<file path="src/bp_pkg.sv">
`default_nettype none

package bp_pkg;

    // BTB geometry
    localparam int BTB_ENTRIES    = 32;
    localparam int BTB_INDEX_BITS = $clog2(BTB_ENTRIES);

    // PC bits above the index and the two byte-offset bits
    localparam int BTB_TAG_BITS   = 32 - BTB_INDEX_BITS - 2;

    // History length, also the PHT index width
    localparam int GHR_BITS       = 5;
    localparam int PHT_ENTRIES    = 1 << GHR_BITS;

    // Kind of a resolved control instruction
    typedef enum logic [1:0] {
        KIND_NONE   = 2'd0,
        KIND_BRANCH = 2'd1,
        KIND_JAL    = 2'd2,
        KIND_JALR   = 2'd3
    } branch_kind_e;

    // 2-bit saturating counter, top bit is the prediction
    typedef enum logic [1:0] {
        CNT_STRONG_NT = 2'b00,
        CNT_WEAK_NT   = 2'b01,
        CNT_WEAK_T    = 2'b10,
        CNT_STRONG_T  = 2'b11
    } counter_e;

endpackage

`default_nettype wire
</file>
<file path="src/bp_update_if.sv">
`timescale 1ns/1ps
`default_nettype none

interface bp_update_if;

    // One-cycle strobe from execute
    logic                          valid;
    logic [31:0]                   pc;
    bp_pkg::branch_kind_e          kind;
    logic                          taken;
    logic [31:0]                   target;

    // Index handed out at lookup, carried down the pipe
    logic [bp_pkg::GHR_BITS-1:0]   pht_index;

    modport source (
        output valid,
        output pc,
        output kind,
        output taken,
        output target,
        output pht_index
    );

    modport sink (
        input valid,
        input pc,
        input kind,
        input taken,
        input target,
        input pht_index
    );

endinterface

`default_nettype wire

</file>
<file path="src/branch_predictor.sv">
`timescale 1ns/1ps
`default_nettype none

module branch_predictor (
    input  logic                          clk,
    input  logic                          reset_i,
    input  logic [31:0]                   pc_i,
    input  logic                          ghr_clear_i,
    input  logic                          update_valid_i,
    input  logic [31:0]                   update_pc_i,
    input  bp_pkg::branch_kind_e          update_kind_i,
    input  logic                          update_taken_i,
    input  logic [31:0]                   update_target_i,
    input  logic [bp_pkg::GHR_BITS-1:0]   update_pht_index_i,
    output logic                          predict_taken_o,
    output logic [31:0]                   predict_target_o,
    output logic [bp_pkg::GHR_BITS-1:0]   pht_index_o
);

    logic        btb_hit;
    logic        btb_is_jump;
    logic [31:0] btb_target;
    logic        counter_taken;

    bp_update_if upd_if ();

    // Resolved branch from execute
    assign upd_if.valid     = update_valid_i;
    assign upd_if.pc        = update_pc_i;
    assign upd_if.kind      = update_kind_i;
    assign upd_if.taken     = update_taken_i;
    assign upd_if.target    = update_target_i;
    assign upd_if.pht_index = update_pht_index_i;

    btb u_btb (
        .clk         (clk),
        .reset_i     (reset_i),
        .lookup_pc_i (pc_i),
        .upd         (upd_if.sink),
        .hit_o       (btb_hit),
        .is_jump_o   (btb_is_jump),
        .target_o    (btb_target)
    );

    gshare_predictor u_gshare (
        .clk             (clk),
        .reset_i         (reset_i),
        .lookup_pc_i     (pc_i),
        .ghr_clear_i     (ghr_clear_i),
        .upd             (upd_if.sink),
        .pht_index_o     (pht_index_o),
        .counter_taken_o (counter_taken)
    );

    // Jumps are always taken on a hit, branches ask the counter
    assign predict_taken_o  = btb_hit && (btb_is_jump || counter_taken);
    assign predict_target_o = predict_taken_o ? btb_target : 32'd0;

endmodule

`default_nettype wire

</file>
<file path="src/gshare_predictor.sv">
`timescale 1ns/1ps
`default_nettype none

module gshare_predictor (
    input  logic                          clk,
    input  logic                          reset_i,
    input  logic [31:0]                   lookup_pc_i,
    input  logic                          ghr_clear_i,
    bp_update_if.sink                     upd,
    output logic [bp_pkg::GHR_BITS-1:0]   pht_index_o,
    output logic                          counter_taken_o
);

    logic [bp_pkg::GHR_BITS-1:0] ghr_q;
    bp_pkg::counter_e            pht_q [bp_pkg::PHT_ENTRIES];

    bp_pkg::counter_e            rd_cnt;
    logic                        upd_active;
    logic                        upd_branch;
    logic                        resolved_bit;

    // Saturating step in either direction
    function automatic bp_pkg::counter_e step_counter(
        input bp_pkg::counter_e cnt,
        input logic             up
    );
        bp_pkg::counter_e nxt;
        nxt = cnt;
        if (up) begin
            case (cnt)
                bp_pkg::CNT_STRONG_NT: nxt = bp_pkg::CNT_WEAK_NT;
                bp_pkg::CNT_WEAK_NT:   nxt = bp_pkg::CNT_WEAK_T;
                bp_pkg::CNT_WEAK_T:    nxt = bp_pkg::CNT_STRONG_T;
                default:               nxt = bp_pkg::CNT_STRONG_T;
            endcase
        end else begin
            case (cnt)
                bp_pkg::CNT_STRONG_T:  nxt = bp_pkg::CNT_WEAK_T;
                bp_pkg::CNT_WEAK_T:    nxt = bp_pkg::CNT_WEAK_NT;
                bp_pkg::CNT_WEAK_NT:   nxt = bp_pkg::CNT_STRONG_NT;
                default:               nxt = bp_pkg::CNT_STRONG_NT;
            endcase
        end
        return nxt;
    endfunction

    // Gshare hash of history and word address
    assign pht_index_o = ghr_q ^ lookup_pc_i[bp_pkg::GHR_BITS+1:2];

    assign rd_cnt          = pht_q[pht_index_o];
    assign counter_taken_o = rd_cnt[1];

    assign upd_active = upd.valid && (upd.kind != bp_pkg::KIND_NONE);
    assign upd_branch = upd.valid && (upd.kind == bp_pkg::KIND_BRANCH);

    // Jumps always count as taken in the history
    assign resolved_bit = (upd.kind == bp_pkg::KIND_BRANCH) ? upd.taken : 1'b1;

    // History follows resolved outcomes, clear wins
    always_ff @(posedge clk) begin
        if (reset_i || ghr_clear_i) begin
            ghr_q <= '0;
        end else if (upd_active) begin
            ghr_q <= {ghr_q[bp_pkg::GHR_BITS-2:0], resolved_bit};
        end
    end

    // Counters start weakly not-taken
    always_ff @(posedge clk) begin
        if (reset_i) begin
            for (int i = 0; i < bp_pkg::PHT_ENTRIES; i++) begin
                pht_q[i] <= bp_pkg::CNT_WEAK_NT;
            end
        end else if (upd_branch) begin
            pht_q[upd.pht_index] <= step_counter(pht_q[upd.pht_index], upd.taken);
        end
    end

endmodule

`default_nettype wire

</file>
<file path="src/btb.sv">
`timescale 1ns/1ps
`default_nettype none

module btb (
    input  logic               clk,
    input  logic               reset_i,
    input  logic [31:0]        lookup_pc_i,
    bp_update_if.sink          upd,
    output logic               hit_o,
    output logic               is_jump_o,
    output logic [31:0]        target_o
);

    logic                            valid_q  [bp_pkg::BTB_ENTRIES];
    logic                            jump_q   [bp_pkg::BTB_ENTRIES];
    logic [bp_pkg::BTB_TAG_BITS-1:0] tag_q    [bp_pkg::BTB_ENTRIES];
    logic [31:0]                     target_q [bp_pkg::BTB_ENTRIES];

    logic [bp_pkg::BTB_INDEX_BITS-1:0] rd_index;
    logic [bp_pkg::BTB_TAG_BITS-1:0]   rd_tag;
    logic [bp_pkg::BTB_INDEX_BITS-1:0] wr_index;
    logic [bp_pkg::BTB_TAG_BITS-1:0]   wr_tag;
    logic                              upd_is_jump;
    logic                              alloc;

    // Lookup side
    assign rd_index = lookup_pc_i[bp_pkg::BTB_INDEX_BITS+1:2];
    assign rd_tag   = lookup_pc_i[31:bp_pkg::BTB_INDEX_BITS+2];

    assign hit_o     = valid_q[rd_index] && (tag_q[rd_index] == rd_tag);
    assign is_jump_o = jump_q[rd_index];
    assign target_o  = target_q[rd_index];

    // Write slot comes straight from the resolved PC
    assign wr_index = upd.pc[bp_pkg::BTB_INDEX_BITS+1:2];
    assign wr_tag   = upd.pc[31:bp_pkg::BTB_INDEX_BITS+2];

    assign upd_is_jump = (upd.kind == bp_pkg::KIND_JAL) ||
                         (upd.kind == bp_pkg::KIND_JALR);

    // Not-taken branches never get an entry
    always_comb begin
        alloc = 1'b0;
        if (upd.valid) begin
            if (upd_is_jump) begin
                alloc = 1'b1;
            end else if (upd.kind == bp_pkg::KIND_BRANCH) begin
                alloc = upd.taken;
            end
        end
    end

    always_ff @(posedge clk) begin
        if (reset_i) begin
            for (int i = 0; i < bp_pkg::BTB_ENTRIES; i++) begin
                valid_q[i] <= 1'b0;
                jump_q[i]  <= 1'b0;
            end
        end else if (alloc) begin
            valid_q[wr_index] <= 1'b1;
            jump_q[wr_index]  <= upd_is_jump;
        end
    end

    // Payload arrays
    always_ff @(posedge clk) begin
        if (alloc) begin
            tag_q[wr_index]    <= wr_tag;
            target_q[wr_index] <= upd.target;
        end
    end

endmodule

`default_nettype wire

</file>
<file path="config.mk">
export PLATFORM = sky130hd
export DESIGN_NAME = branch_predictor
export DESIGN_NICKNAME = d
export VERILOG_FILES = /design/src/bp_pkg.sv /design/src/bp_update_if.sv /design/src/branch_predictor.sv /design/src/gshare_predictor.sv /design/src/btb.sv
export SDC_FILE = /design/constraint.sdc
export NUM_CORES = 2
export LEC_CHECK = 0
export BUFFER_PORTS_ARGS = -buffer_cell sky130_fd_sc_hd__buf_2
export CAP_MARGIN = 5
export CORE_MARGIN = 10
export CORE_UTILIZATION = 41
export CTS_BUF_LIST = sky130_fd_sc_hd__clkbuf_8
export CTS_CLUSTER_SIZE = 40
export DETAILED_ROUTE_END_ITERATION = 10
export SYNTH_ARGS = -nofsm -noshare
export SYNTH_HDL_FRONTEND = slang
export SYNTH_SLANG_ARGS = --single-unit
</file>
<file path="constraint.sdc">
create_clock -name clk -period 10.06 [get_ports clk]
set_clock_uncertainty 0.15 [all_clocks]
set_input_delay 0 -clock clk [delete_from_list [all_inputs] [get_ports clk]]
set_output_delay 0 -clock clk [all_outputs]
set_load 0.02 [all_outputs]
</file>
---- Yosys cells after proc, flatten, opt, wreduce, memory -nomap -nowiden ----
Memories as Yosys holds them, arrays and structs flattened.
Index checks and enable logic that the tools add are counted.
W data, S select, Z words.
storage, ports and cells
  bits in registers ....................... 5
  bits in writable memories ............... 1952
  input port bits ......................... 108
  output and inout bits ................... 38
  logic and storage cells ................. 54
  memories ................................ 5
memories
  name            depth  bits a word  rd ports  clocked after Yosys merged registers in  write ports  line                    RTL
  u_btb.target_q  32     32           1         0                                        1            btb.sv:17               logic [31:0] target_q [bp_pkg::BTB_ENTRIES];
  u_btb.tag_q     32     25           1         0                                        1            btb.sv:16               logic [bp_pkg::BTB_TAG_BITS-1:0] tag_q [bp_pkg::BTB_ENTRIES];
  u_gshare.pht_q  32     2            2         0                                        32           gshare_predictor.sv:15  bp_pkg::counter_e pht_q [bp_pkg::PHT_ENTRIES];
  u_btb.jump_q    32     1            1         0                                        32           btb.sv:15               logic jump_q [bp_pkg::BTB_ENTRIES];
  u_btb.valid_q   32     1            1         0                                        32           btb.sv:14               logic valid_q [bp_pkg::BTB_ENTRIES];
cells by class
  equality and inequality tests ........... 7
  multiplexer cells ....................... 28
  bitwise operators ....................... 1
  reductions and logical operators ........ 12
operators by type and width
  operator              number
  $mux W32              1
  $eq A25 B25 Y1        1
  $mux W1               18
  $mux W5               3
  $eq A2 B2 Y1 const B  4
  $mux W2               4
  $pmux W2 S2           2
  $xor A5 B5 Y5         1
  $eq A2 B1 Y1 const B  2
  $logic_and A1 B1 Y1   4
  $logic_or A1 B1 Y1    3
  $logic_not A2 Y1      1
  $reduce_bool A2 Y1    1
  $reduce_or A1 Y1      2
  $reduce_or A2 Y1      1

---- Logic depth before layout (Yosys ltp) ----
  depth after elaboration ................. 9
  depth in mapped cells ................... 16
  gate-level depth less buffers ........... 8

---- Cells and area by module ----
From an unflattened synthesis, not the netlist that was laid out.
second synthesis, totals
  cell total of the unflattened synthesis .. 3474
  area total of the unflattened synthesis .. 76809.9 µm²
by module, submodules not included
  module            times used  cells each  area an instance (µm²)  sequential area each (µm²)
  btb               1           3103        72520.8                 56374.1
  gshare_predictor  1           326         3847.4                  2021.9
  branch_predictor  1           45          441.7                   0.0

---- Worst setup path after synthesis ----
No wires, ideal clock.
  path kind ............................... input port to flip-flop
  start point ............................. input port update_kind_i[1]
  end point ............................... memory u_btb.jump_q[7], enable pin
  library setup time ...................... 0.302 ns
  data arrival time ....................... 3.826 ns
  required time ........................... 9.608 ns
  slack ................................... 5.782 ns
  cell stages on the path ................. 5
  buffers on the path ..................... 0
  cell sequence ........................... o21ai_1 nor3_1 nand2_1 nor2_1 or2_2
RTL lines
  item         line                    RTL
  from (decl)  branch_predictor.sv:11  input bp_pkg::branch_kind_e update_kind_i,
  to (decl)    btb.sv:15

---- Worst setup path after layout ----
  start point ............................. input port pc_i[2]
  end point ............................... output port predict_target_o[0]
on the way
  word-level cells in the longest chain between the ends .. 5
  elaborated cells between the ends (all ways) .. 11
  those cells by class .................... 1 x eq/ne; 1 x mux; 1 x bitwise; 3 x reduce/logical; 5 x memory
ends and longest elaborated chain
  item                                                       line                               RTL
  from (decl)                                                branch_predictor.sv:7              input logic [31:0] pc_i,
  $mem_v2 Z32 W25 or $xor A5 B5 Y5 (tied branches)           n/a
  $eq A25 B25 Y1 or $mem_v2 Z32 W2 (tied branches)           n/a
  $logic_and A1 B1 Y1 or $logic_or A1 B1 Y1 (tied branches)  btb.sv:30, branch_predictor.sv:56
  $logic_and A1 B1 Y1                                        branch_predictor.sv:56             assign predict_taken_o = btb_hit && (btb_is_jump || counter_taken);
  $mux W32 (*)                                               branch_predictor.sv:57             assign predict_target_o = predict_taken_o ? btb_target : 32'd0;
  to (decl)                                                  branch_predictor.sv:16             output logic [31:0] predict_target_o,
Mark *: on every way between the ends. The rest lies on a longest branch, timed or not.

==> summary.md <==
| Metric | Value |
|---|---|
| Synthesis warning total | 0 |
| # Max-Cap Violations | 0 |
| Residual DRC | 0 |
| Port-buffer cells | 141 |
| Fillers | 15330 |
| Cts hold-fix bufs | between 150 and 200 |
| CTS resizes | 0 |
| First-pass GRT wire length | 290400 µm |
| WL met3 | about 16000 µm |
| Hold Path End | u_btb.jump_q[4]$_SDFFCE_PN0P_ |
| Final core utilization | 47.26% |
| Post-CTS Setup Bufs | 0 |
| Crit path kind | input pin to primary output |
| Via density | roughly 5.7 |
| DR iter-0 viols | 4638 |
| Overall via count from detail_route | roughly 39000 |
| CTS buffer count | between 300 and 400 |
| Flops & latches, synth | about 2000 |
| Met1 wire length | 81840 µm |
| Max-slew violations | 0 |
| Final Hold Viols | 0 |
| Async SR Flop Fraction | 0% |
| Routed Antenna Nets | 0 |
| Pin count of the biggest net entering global routing | ~120 |
| Total power divided by cell area | roughly 180 nW/µm² |
| R2r endpoint | u_gshare.pht_q[7][1]$_SDFFCE_PN0P_ |
| R2r setup slk | 6410 ps |
| Commonest non-fill, non-tap cell in the layout | edfxtp_1 |
| Hold_sp | update_pc_i[5] |
| EDFF count, synth | 1920 |
| Fmax | 162.6 MHz |
| Core region area | 186000 µm² |
| Ranking of synthesized cells by area | edfxtp_1 75%, mux4_2 13%, mux2i_1 2.3%, dfxtp_1 0.96%, mux4_1 0.79% |
| DR top layer | met5 |
| Cell area after synthesis | 76920 µm² |
| WHS | 81.61 ps |
| Clock Path Buffers | 4 |
| Mapped Nets | 3726 |
| H-tree Lvls | 5 |
| Root Buffer | clkbuf_8 |
| Syn avg cell area | 21.26 µm² |
| WP data required | between 9000 and 10000 ps |
| DP Worst Slack | approximately 4000 ps |
| DR WL met2 | 100800 µm |
| Post-Syn Instances | 3618 |
| CTS Sinks | 1957 |
| Die height | 453.1 µm |
| Critical Path Fanout Max | roughly 100 |
| Yosys top cell area share | around 75% |
| Critical Path Sink Type | primary output |
| Total track usage | 19.61% |
| Gp weighted congestion | 0.7501 |
| Clock slew at reported path FFs | roughly 50 ps |
| Final period utilization | around three fifths |
| Worst IR Drop VDD | around 130 µV |
| Crit path DAT | 6000 ps |
| Reg area | roughly 58000 µm² |
| Num ports | 146 |
| Unrepaired setup endpoints after global routing | false |
| Chip Width | 453.1 µm |
| Fraction of layout cells with a size suffix above 1 | 27.34% |
| Starting Density | 41.35% |
| Ys flop type | edfxtp_1 |
| Area Overhead vs Synth | 14.29% |
| Full die area | about 210000 µm² |
| Vias in the first global route | a little over 40000 |
| Worst-Skew Late Latency | 1020 ps |
| Dpl hpwl | 104100 µm |
| Commonest cells after routing, fill and taps aside | 1920 x edfxtp_1, 461 x mux4_2, 339 x clkbuf_8 |
| PnR worst setup slack | slightly below 4000 ps |
| Routed WL | 205000 µm |
| FP Rows | 158 |
| CP Launch Type | input pin |
| Post-DR wirelength/cell | 29.92 µm |
| Area occupied by multi-input gates | 17560 µm² |
| Hold Path Depth | 5 |
| Total grt overflow | 0 |
| Final setup violation count | 0 |
| Leakage | 28.32 nW |
| Worst slew margin | 10.12% |
| Post-synth cell types | 59 |
| Fin nets | 4255 |
| Reg2Reg Depth | 8 |
| Post-synth top area cell | edfxtp_1 |
| Critical R2R Launch | u_gshare.pht_q[31][1]$_SDFFCE_PN0P_ |
| 1st-pass router iterations | 5 |
| Tmin final | approximately 6200 ps |
| Status | finished clean |
| Setup TNS | 0 ps |
| HP Class | input pin to register |
| Sequential area share after synthesis | 75.92% |
| CTS tree | built |
| Slew @ Worst Pin | 1345 ps |
| Initial antenna violation count | 17 |
-- synth_stat cells (all sizes together), types with 13 or more instances --
cell     count
dfxtp       37
a221oi      36
xor2        23
nand4       13
or2         46
buf         97
mux4       484
mux2i      173
nor3        49
nor2       143
a21oi       19
nor2b       24
clkbuf     111
nand2b      26
nand2      153
nand3       42
o21ai       26
a2111oi     32
edfxtp    1920
a22oi       58
-- stage by stage --
step / power [W] / instance area (µm²) / std cells
after floorplan: 0.009733 / 76920 / 3618
after global placement: 0.01004 / 80680 / 6134
after detailed placement: 0.01005 / 80680 / 6134
after CTS: 0.01625 / 87900 / 6847
after global routing: 0.01667 / 87910 / 6851
final: 0.01611 / 87910 / 6853
-- worst max-delay path by stage --
stage,startpoint,to,cells after the start,slack (ps)
after floorplan,update_kind_i[1],u_btb.jump_q[7]$_SDFFCE_PN0P_,5,5780
final,pc_i[2],predict_target_o[0],12,3910
after detailed placement,pc_i[3],predict_target_o[3],12,3970
after global placement,pc_i[3],predict_target_o[0],12,3970
after global routing,pc_i[2],predict_target_o[0],12,3790
after CTS,pc_i[3],predict_target_o[3],12,3950
-- state kept, by name, indices dropped and copies added, names as in the netlist --
| signal | cells |
|---|---|
| u_gshare.pht_q | 64 |
| u_btb.jump_q | 32 |
| u_btb.target_q | 1024 |
| u_btb.valid_q | 32 |
| u_gshare.ghr_q | 5 |
| u_btb.tag_q | 800 |
-- report_power, final --
| group | switching [W] | total (W) | leakage [nW] | internal, W |
|---|---|---|---|---|
| sequential | 0.0000176 | 0.00905 | 17.6 | 0.00903 |
| clock | 0.00304 | 0.00617 | 3.25 | 0.00314 |
| combinational | 0.000529 | 0.000887 | 7.51 | 0.000358 |
| total | 0.00358 | 0.0161 | 28.3 | 0.0125 |
-- layer usage --
metal  track usage [%]  up-vias
met2             32.04     1761
met4             6.762       10
met1             26.15    20700
li1                  -    16210
met5                 0        -
met3             4.103      363
-- worst max-delay path, cell delays in order --
cell       delay [ps]
buf_8             450
buf_12            700
mux4_1            650
mux2_2            270
a22oi_1           230
nand3_1           200
xor2_1            200
nor4_1            500
nand4_1           460
buf_4             520
a2111oi_1        1140
buf_2             330
-- kinds of logic (layout without fill, tap and decap cells) --
group                    Yosys count  after routing  share of synthesized area, %
AND/OR/NAND/NOR                  532            532                         3.250
XOR/XNOR                          27             27                        0.3074
flip-flops                      1957           1957                         75.92
other                              0              6                             0
adder cells (fa/ha/maj)            2              2                       0.02603
AO/OA/AOI/OAI                    218            218                         2.355
multiplexers                     663            663                         16.62
buffers and inverters            219            968                         1.522
-- cell type report --
cell class	instances	area share [%]
antenna	6	0.01708
clock buffer	338	5.292
clock inverter	208	1.016
inverter	11	0.07116
multi-input combinational	1442	19.97
sequential	1957	66.43
tap	2480	3.530
timing repair buffer	411	3.676
Note: power is estimated with default switching activity, not from simulation.
